## src/source/i3c_hdr_pkg.sv

```systemverilog
// i3c hdr shared definitions
package i3c_hdr_pkg;

  localparam int WORD_BITS   = 20;  // 2 preamble, 16 data, 2 parity
  localparam int REGF_ADDR_W = 12;
  localparam int BIT_CNT_W   = $clog2(WORD_BITS);

  typedef logic [REGF_ADDR_W-1:0] regf_addr_t;
  typedef logic [BIT_CNT_W-1:0]   bit_cnt_t;

  // index of the final bit in a word
  localparam bit_cnt_t LAST_BIT = bit_cnt_t'(WORD_BITS - 1);

  typedef enum logic [1:0] {
    IDLE     = 2'b00,
    CCC      = 2'b01,
    DDR_MODE = 2'b10
  } hdr_state_e;

  typedef enum logic {
    SRC_DDR = 1'b0,
    SRC_CCC = 1'b1
  } hdr_src_e;

  // only hdr-ddr allows a restart
  typedef enum logic [2:0] {
    MODE_HDR_DDR = 3'd6
  } hdr_mode_e;

  typedef struct packed {
    logic       tx_en;
    logic       rx_en;
    logic       regf_rd_en;
    regf_addr_t regf_addr;
    logic       scl_pp_od;   // 1 push-pull, 0 open drain
    logic       bit_cnt_en;
  } hdr_bus_ctrl_t;

  // all enables low, address parked
  function automatic hdr_bus_ctrl_t idle_ctrl(input int unsigned addr);
    hdr_bus_ctrl_t c;
    c           = '0;
    c.regf_addr = addr[REGF_ADDR_W-1:0];
    return c;
  endfunction

endpackage

```

## src/source/hdr_ccc_unit.sv

```systemverilog
// hdr ccc transfer unit
`timescale 1ns/1ps

module hdr_ccc_unit #(
  parameter int CCC_BASE_ADDR = 0,
  parameter int DUMMY_ADDR    = 450,
  parameter int IDLE_ADDR     = 1000
) (
  input  logic                       i_sys_clk,
  input  logic                       i_sys_rst_n,
  input  logic                       i_en,
  input  logic                       i_dummy,
  input  logic [3:0]                 i_frame_cnt,
  output logic                       o_done,
  output i3c_hdr_pkg::hdr_bus_ctrl_t o_ctrl
);

  i3c_hdr_pkg::bit_cnt_t   bit_cnt;
  logic [3:0]              word_cnt;
  logic [3:0]              word_last;
  logic                    last_word;
  logic                    done_hold;  // set after done until enable drops
  i3c_hdr_pkg::regf_addr_t word_addr;

  assign word_last = i_dummy ? 4'd0 : i_frame_cnt - 4'd1;  // dummy is a single word
  assign last_word = (word_cnt == word_last);

  always_comb begin
    if (i_dummy) begin
      word_addr = i3c_hdr_pkg::regf_addr_t'(DUMMY_ADDR);
    end else begin
      word_addr = i3c_hdr_pkg::regf_addr_t'(CCC_BASE_ADDR)
                + i3c_hdr_pkg::regf_addr_t'(word_cnt);
    end
  end

  always_ff @(posedge i_sys_clk or negedge i_sys_rst_n) begin
    if (!i_sys_rst_n) begin
      bit_cnt   <= '0;
      word_cnt  <= '0;
      done_hold <= 1'b0;
      o_done    <= 1'b0;
      o_ctrl    <= i3c_hdr_pkg::idle_ctrl(IDLE_ADDR);
    end else begin
      o_done <= 1'b0;
      if (!i_en || done_hold) begin
        bit_cnt   <= '0;
        word_cnt  <= '0;
        done_hold <= done_hold && i_en;
        o_ctrl    <= i3c_hdr_pkg::idle_ctrl(IDLE_ADDR);
      end else begin
        o_ctrl.tx_en      <= 1'b1;
        o_ctrl.rx_en      <= 1'b0;
        o_ctrl.bit_cnt_en <= 1'b1;
        o_ctrl.regf_rd_en <= (bit_cnt == '0);  // fetch at word start
        o_ctrl.regf_addr  <= word_addr;
        // command word goes open drain
        o_ctrl.scl_pp_od  <= i_dummy || (word_cnt != 4'd0);
        if (bit_cnt == i3c_hdr_pkg::LAST_BIT) begin
          bit_cnt <= '0;
          if (last_word) begin
            word_cnt  <= '0;
            o_done    <= 1'b1;
            done_hold <= 1'b1;
          end else begin
            word_cnt <= word_cnt + 4'd1;
          end
        end else begin
          bit_cnt <= bit_cnt + 1'b1;
        end
      end
    end
  end

endmodule

```

## src/source/hdr_ddr_unit.sv

```systemverilog
// hdr ddr data unit
`timescale 1ns/1ps

module hdr_ddr_unit #(
  parameter int DDR_BASE_ADDR = 512,
  parameter int IDLE_ADDR     = 1000
) (
  input  logic                       i_sys_clk,
  input  logic                       i_sys_rst_n,
  input  logic                       i_en,
  input  logic [3:0]                 i_frame_cnt,
  output logic                       o_done,
  output i3c_hdr_pkg::hdr_bus_ctrl_t o_ctrl
);

  i3c_hdr_pkg::bit_cnt_t   bit_cnt;
  logic [3:0]              word_cnt;
  logic                    last_word;
  logic                    done_hold;
  i3c_hdr_pkg::regf_addr_t word_addr;

  assign last_word = (word_cnt == i_frame_cnt - 4'd1);
  assign word_addr = i3c_hdr_pkg::regf_addr_t'(DDR_BASE_ADDR)
                   + i3c_hdr_pkg::regf_addr_t'(word_cnt);

  always_ff @(posedge i_sys_clk or negedge i_sys_rst_n) begin
    if (!i_sys_rst_n) begin
      bit_cnt   <= '0;
      word_cnt  <= '0;
      done_hold <= 1'b0;
      o_done    <= 1'b0;
      o_ctrl    <= i3c_hdr_pkg::idle_ctrl(IDLE_ADDR);
    end else begin
      o_done <= 1'b0;
      if (!i_en || done_hold) begin
        // parked until the engine drops enable
        bit_cnt   <= '0;
        word_cnt  <= '0;
        done_hold <= done_hold && i_en;
        o_ctrl    <= i3c_hdr_pkg::idle_ctrl(IDLE_ADDR);
      end else begin
        o_ctrl.tx_en      <= 1'b1;
        o_ctrl.rx_en      <= 1'b0;
        o_ctrl.bit_cnt_en <= 1'b1;
        o_ctrl.scl_pp_od  <= 1'b1;  // ddr is always push-pull
        o_ctrl.regf_rd_en <= (bit_cnt == '0);
        o_ctrl.regf_addr  <= word_addr;
        if (bit_cnt == i3c_hdr_pkg::LAST_BIT) begin
          bit_cnt <= '0;
          if (last_word) begin
            word_cnt  <= '0;
            o_done    <= 1'b1;  // with the last bit
            done_hold <= 1'b1;
          end else begin
            word_cnt <= word_cnt + 4'd1;
          end
        end else begin
          bit_cnt <= bit_cnt + 1'b1;
        end
      end
    end
  end

endmodule

```

## src/source/hdr_engine.sv

```systemverilog
// hdr sequencer
`timescale 1ns/1ps

module hdr_engine #(
  parameter int IDLE_ADDR = 1000
) (
  input  logic                       i_sys_clk,
  input  logic                       i_sys_rst_n,
  input  logic                       i_hdr_en,
  input  logic                       i_cp,
  input  logic                       i_toc,
  input  logic [2:0]                 i_mode,
  input  logic                       i_ccc_done,
  input  logic                       i_ddr_done,
  input  i3c_hdr_pkg::hdr_bus_ctrl_t i_ccc_ctrl,
  input  i3c_hdr_pkg::hdr_bus_ctrl_t i_ddr_ctrl,
  output logic                       o_ccc_en,
  output logic                       o_ccc_dummy,
  output logic                       o_ddr_en,
  output logic                       o_hdr_done,
  output i3c_hdr_pkg::hdr_bus_ctrl_t o_bus_ctrl,
  output i3c_hdr_pkg::hdr_src_e      o_active_src
);

  i3c_hdr_pkg::hdr_state_e state;
  logic                    cp_q;
  logic                    toc_q;
  logic [2:0]              mode_q;
  logic                    exit_now;

  // exit unless toc asks for restart and we stay in ddr mode
  assign exit_now = toc_q || (mode_q != i3c_hdr_pkg::MODE_HDR_DDR);

  always_ff @(posedge i_sys_clk or negedge i_sys_rst_n) begin
    if (!i_sys_rst_n) begin
      state        <= i3c_hdr_pkg::IDLE;
      cp_q         <= 1'b0;
      toc_q        <= 1'b0;
      mode_q       <= i3c_hdr_pkg::MODE_HDR_DDR;
      o_ccc_en     <= 1'b0;
      o_ccc_dummy  <= 1'b0;
      o_ddr_en     <= 1'b0;
      o_hdr_done   <= 1'b0;
      o_active_src <= i3c_hdr_pkg::SRC_CCC;
    end else begin
      o_hdr_done <= 1'b0;
      if (state == i3c_hdr_pkg::IDLE) begin
        cp_q   <= i_cp;  // config tracks the regfile while idle
        toc_q  <= i_toc;
        mode_q <= i_mode;
        if (i_hdr_en) begin
          if (cp_q) begin
            state        <= i3c_hdr_pkg::CCC;
            o_ccc_en     <= 1'b1;
            o_active_src <= i3c_hdr_pkg::SRC_CCC;
          end else begin
            state        <= i3c_hdr_pkg::DDR_MODE;
            o_ddr_en     <= 1'b1;
            o_active_src <= i3c_hdr_pkg::SRC_DDR;
          end
        end
      end else if (!i_hdr_en) begin
        // abort, no done pulse
        state       <= i3c_hdr_pkg::IDLE;
        o_ccc_en    <= 1'b0;
        o_ddr_en    <= 1'b0;
        o_ccc_dummy <= 1'b0;
      end else begin
        cp_q <= i_cp;
        case (state)
          i3c_hdr_pkg::CCC: begin
            if (i_ccc_done) begin
              o_ccc_en <= 1'b0;
              if (o_ccc_dummy) begin
                // dummy word sent, ddr data follows
                o_ccc_dummy  <= 1'b0;
                state        <= i3c_hdr_pkg::DDR_MODE;
                o_active_src <= i3c_hdr_pkg::SRC_DDR;
              end else if (exit_now) begin
                state      <= i3c_hdr_pkg::IDLE;
                o_hdr_done <= 1'b1;
              end else begin
                toc_q       <= i_toc;
                mode_q      <= i_mode;
                o_ccc_dummy <= !cp_q;  // ccc then ddr needs one dummy word
              end
            end else if (!o_ccc_en) begin
              o_ccc_en <= 1'b1;  // rearm after the gap cycle
            end
          end
          i3c_hdr_pkg::DDR_MODE: begin
            if (i_ddr_done) begin
              o_ddr_en <= 1'b0;
              if (exit_now) begin
                state      <= i3c_hdr_pkg::IDLE;
                o_hdr_done <= 1'b1;
              end else begin
                toc_q  <= i_toc;
                mode_q <= i_mode;
                if (cp_q) begin
                  state        <= i3c_hdr_pkg::CCC;
                  o_active_src <= i3c_hdr_pkg::SRC_CCC;
                end
              end
            end else if (!o_ddr_en) begin
              o_ddr_en <= 1'b1;
            end
          end
          default: state <= i3c_hdr_pkg::IDLE;
        endcase
      end
    end
  end

  // one select for the whole bundle
  always_ff @(posedge i_sys_clk or negedge i_sys_rst_n) begin
    if (!i_sys_rst_n) begin
      o_bus_ctrl <= i3c_hdr_pkg::idle_ctrl(IDLE_ADDR);
    end else if (state == i3c_hdr_pkg::IDLE) begin
      o_bus_ctrl <= i3c_hdr_pkg::idle_ctrl(IDLE_ADDR);
    end else if (o_active_src == i3c_hdr_pkg::SRC_CCC) begin
      o_bus_ctrl <= i_ccc_ctrl;
    end else begin
      o_bus_ctrl <= i_ddr_ctrl;
    end
  end

endmodule

```

## src/source/i3c_hdr_top.sv

```systemverilog
// i3c hdr block top
`timescale 1ns/1ps

module i3c_hdr_top #(
  parameter int CCC_BASE_ADDR = 0,
  parameter int DDR_BASE_ADDR = 512,
  parameter int DUMMY_ADDR    = 450,
  parameter int IDLE_ADDR     = 1000
) (
  input  logic                       i_sys_clk,
  input  logic                       i_sys_rst_n,
  input  logic                       i_hdr_en,
  input  logic                       i_cp,
  input  logic                       i_toc,
  input  logic [2:0]                 i_mode,
  input  logic [3:0]                 i_frame_cnt,
  output logic                       o_hdr_done,
  output i3c_hdr_pkg::hdr_bus_ctrl_t o_bus_ctrl,
  output i3c_hdr_pkg::hdr_src_e      o_active_src
);

  logic                       ccc_en;
  logic                       ccc_dummy;
  logic                       ddr_en;
  logic                       ccc_done;
  logic                       ddr_done;
  i3c_hdr_pkg::hdr_bus_ctrl_t ccc_ctrl;
  i3c_hdr_pkg::hdr_bus_ctrl_t ddr_ctrl;

  hdr_engine #(
    .IDLE_ADDR (IDLE_ADDR)
  ) u_engine (
    .i_sys_clk    (i_sys_clk),
    .i_sys_rst_n  (i_sys_rst_n),
    .i_hdr_en     (i_hdr_en),
    .i_cp         (i_cp),
    .i_toc        (i_toc),
    .i_mode       (i_mode),
    .i_ccc_done   (ccc_done),
    .i_ddr_done   (ddr_done),
    .i_ccc_ctrl   (ccc_ctrl),
    .i_ddr_ctrl   (ddr_ctrl),
    .o_ccc_en     (ccc_en),
    .o_ccc_dummy  (ccc_dummy),
    .o_ddr_en     (ddr_en),
    .o_hdr_done   (o_hdr_done),
    .o_bus_ctrl   (o_bus_ctrl),
    .o_active_src (o_active_src)
  );

  hdr_ccc_unit #(
    .CCC_BASE_ADDR (CCC_BASE_ADDR),
    .DUMMY_ADDR    (DUMMY_ADDR),
    .IDLE_ADDR     (IDLE_ADDR)
  ) u_ccc (
    .i_sys_clk   (i_sys_clk),
    .i_sys_rst_n (i_sys_rst_n),
    .i_en        (ccc_en),
    .i_dummy     (ccc_dummy),
    .i_frame_cnt (i_frame_cnt),
    .o_done      (ccc_done),
    .o_ctrl      (ccc_ctrl)
  );

  hdr_ddr_unit #(
    .DDR_BASE_ADDR (DDR_BASE_ADDR),
    .IDLE_ADDR     (IDLE_ADDR)
  ) u_ddr (
    .i_sys_clk   (i_sys_clk),
    .i_sys_rst_n (i_sys_rst_n),
    .i_en        (ddr_en),
    .i_frame_cnt (i_frame_cnt),
    .o_done      (ddr_done),
    .o_ctrl      (ddr_ctrl)
  );

endmodule

```

## config.mk

```make
export PLATFORM = sky130hd
export DESIGN_NAME = i3c_hdr_top
export DESIGN_NICKNAME = d
export VERILOG_FILES = /design/src/source/i3c_hdr_pkg.sv /design/src/source/hdr_ccc_unit.sv /design/src/source/hdr_ddr_unit.sv /design/src/source/hdr_engine.sv /design/src/source/i3c_hdr_top.sv
export SDC_FILE = /design/constraint.sdc
export NUM_CORES = 1
export LEC_CHECK = 0
export ABC_AREA = 1
export BUFFER_PORTS_ARGS = -buffer_cell sky130_fd_sc_hd__buf_2
export CAP_MARGIN = 10
export CORE_AREA = 2 2 121 112
export DETAILED_ROUTE_END_ITERATION = 8
export DIE_AREA = 0 0 123 114
export PLACE_DENSITY = 0.38
export RECOVER_POWER = 25
export SKIP_CTS_REPAIR_TIMING = 1
export SLEW_MARGIN = 25
export SYNTH_ARGS = -nofsm -noshare
export SYNTH_HDL_FRONTEND = slang
export SYNTH_SLANG_ARGS = --single-unit
export TNS_END_PERCENT = 30
```

## constraint.sdc

```tcl
create_clock -name i_sys_clk -period 1.83 [get_ports i_sys_clk]
set_input_delay 0.366 -clock i_sys_clk [delete_from_list [all_inputs] [get_ports i_sys_clk]]
set_output_delay 0.366 -clock i_sys_clk [all_outputs]
set_load 0.1 [all_outputs]
```

==> reports/metrics.csv <==
metric,value,unit
outcome,finished clean,
grt_pass1_vias,2156,
via_per_inst,3.97,
start_util,22.3,%
r2r_slack,0.21,ns
slew_violations,0,
worstPathMaxFanout,6,
area_growth,23.0,%
die_y,114,um
final_nets,373,
seq_area_frac_synth,52.7,%
fin_cells,521,
startpoint_type,flop,
drt_iter0_drc,93,
synthDistinctLibCells,31,
vdd_ir_drop_max,0.000538,V
required,1.46,ns
grt_pass1_wl,10.6,mm
rr_worst_depth,9,
rsz0062_at_grt,false,
hold_viol,0,
period_share,92.8,%
cts_made_buffers,9,
power_density,1800,nW/um2
ys_ff_latch,60,
htree_levels,3,
dpl-instance-area,3220,um2
io_pins,31,
drive_gt1_share,20.7,%
worstSetupPathType,reg -> out,
gp_congestion,0.819,
maxCapViolations,0,
syn_inst,312,
insertion_delay,0.32,ns
cp_top_family,flip-flops,
vias,2070,
grt_overflow,0,
r2r_end,u_engine.state[1],
worst_pin_slew,0.993,ns
core_area,12900,um2
die_x,123,um
p_leak,1.73,nW
finalSetupViolCount,0,
dp.cells,505,
io_buffers,26,
cp_cell_sequence,buf_2,
cp-end-kind,output port,
clock_path_buffers,2,
dieArea,14000,um2
grt_usage,9.68,%
cp_slowest_stage_delay,0.58,ns
clk_pin_slew,0.06,ns
fmax,0.589,GHz
slowest_stage,dfstp_2,
drcViolationCount,0,
cts_tree,built,
worstPathArrival,1.33,ns
antenna_found_initial,0,
drtAntennaViolNets,0,
totalPowerFinal,6.38,mW
layout_min_cycle_time,1.70,ns
critPathBufInv,1,
dr.pass1.iters,4,
hp-class,in -> async,
wl,6.07,mm
yosysWarnings,0,
slew_headroom,33.8,%
cts-root-buf,clkbuf_16,
grt_start_max_net_pins,44,
avgSynthCellArea,9.23,um2
cts.sinks,60,
dp_hpwl,4.52,mm
rows,40,
syn_area,2880,um2
timing.rr.start,u_engine.state[0],
finalClockSkew,0.00947,ns
wire_per_inst,11.6,um
antenna_cells,0,
design_area,3540,um2
tns,0,ns
-- synth_stat cells, drive strengths merged --
cell type / n / area [um2]
nand3b: 1 / 7.51
o21bai: 1 / 7.51
dfrtp: 48 / 1200
conb: 1 / 3.75
a21o: 1 / 7.51
buf: 10 / 70.1
nand3: 24 / 135
o31ai: 2 / 15.0
nor2: 46 / 193
a211oi: 1 / 7.51
a2111oi: 1 / 8.76
nor4: 1 / 6.26
mux2: 4 / 45.0
xnor2: 2 / 17.5
nor3: 2 / 10.0
inv: 43 / 161
dfstp: 12 / 315
nand2: 45 / 169
nand4: 6 / 37.5
a22o: 4 / 35.0
a21oi: 15 / 78.8
o21ai: 18 / 90.1
ha: 13 / 163
xor2: 10 / 87.6
a31oi: 1 / 6.26
-- sequential cells by signal, summed over array words and instances, names as in the netlist, 2 cells and up --
register / count
u_ddr.o_ctrl: 7
u_ccc.word_cnt: 4
u_engine.o_bus_ctrl: 10
u_ccc.bit_cnt: 5
u_ccc.o_ctrl: 9
u_engine.mode_q: 3
u_ddr.word_cnt: 4
u_engine.state: 2
u_ddr.bit_cnt: 5
-- cells by family (layout without fill, tap and decap cells) --
kind of cell	Yosys count	count (layout)	synth area share, %
buffers and inverters	53	91	8.04
AOI/OAI and AO/OA	44	44	8.91
and+or+nand+nor	125	125	19.4
DFF	60	60	52.7
muxes	4	4	1.56
other	1	4	0.130
xor gates and xnor gates	12	12	3.65
adders and majority gates	13	13	5.65
-- routing by layer --
metal	wire length [um]	part of all wire, %	vias up	global-route usage, %
met5	0	0	-	0
met2	2730	45	25	14.9
met1	3070	51	966	12.8
li1	-	-	1071	-
met3	172	2.8	8	2.35
met4	96	1.6	0	4.39
-- worst max-delay path by stage --
stage                      startpoint  cells past startpoint  slack (ns)                endpoint
2_1_floorplan  u_engine.o_bus_ctrl[0]                      1        0.14          o_bus_ctrl[16]
3_3_place_gp           i_frame_cnt[0]                     11        0.10       u_ccc.word_cnt[3]
3_5_place_dp           i_frame_cnt[0]                     11        0.10       u_ccc.word_cnt[3]
4_1_cts         u_engine.o_active_src                      1        0.11            o_active_src
5_1_grt             u_engine.state[0]                      6        0.04  u_engine.o_bus_ctrl[0]
6_report        u_engine.o_active_src                      1        0.13            o_active_src
-- layout make-up --
cell class                 instances  area [um2]
inverter                          43         161
clock inverter                     3        67.6
multi-input combinational        202        1140
fill                            1393        9370
clock buffer                      13         270
sequential                        60        1520
tap                              168         210
timing repair buffer              32         174
-- placed cells by master (no fill, tap or decap), types with 3 or more instances in the layout --
cell type	n
a21oi_1	14
a22o_1	4
buf_2	25
buf_4	5
clkbuf_16	9
clkbuf_8	3
conb_1	4
dfrtp_1	48
dfstp_2	12
ha_1	13
inv_1	40
inv_2	3
mux2_2	4
nand2_1	45
nand3_1	21
nand3_2	3
nand4_1	6
nor2_1	42
o21ai_0	18
xor2_1	10
-- per-stage QoR --
step,setup slack [ns],hold slack (ns),util (%)
2_1_floorplan,0.140,0.0704,-
3_3_place_gp,0.103,0.346,24.9
3_5_place_dp,0.101,0.354,24.9
4_1_cts,0.108,0.00901,27.5
5_1_grt,0.0425,0.274,27.4
6_report,0.131,0.186,27.4
-- power by group --
part | leakage (nW) | internal, mW | switching, mW | total, mW
Sequential | 0.762 | 1.80 | 0.212 | 2.01
Combinational | 0.808 | 0.627 | 1.85 | 2.48
Clock | 0.162 | 1.30 | 0.578 | 1.88
Total | 1.73 | 3.73 | 2.64 | 6.38
Power figures use the tool's default switching activity.
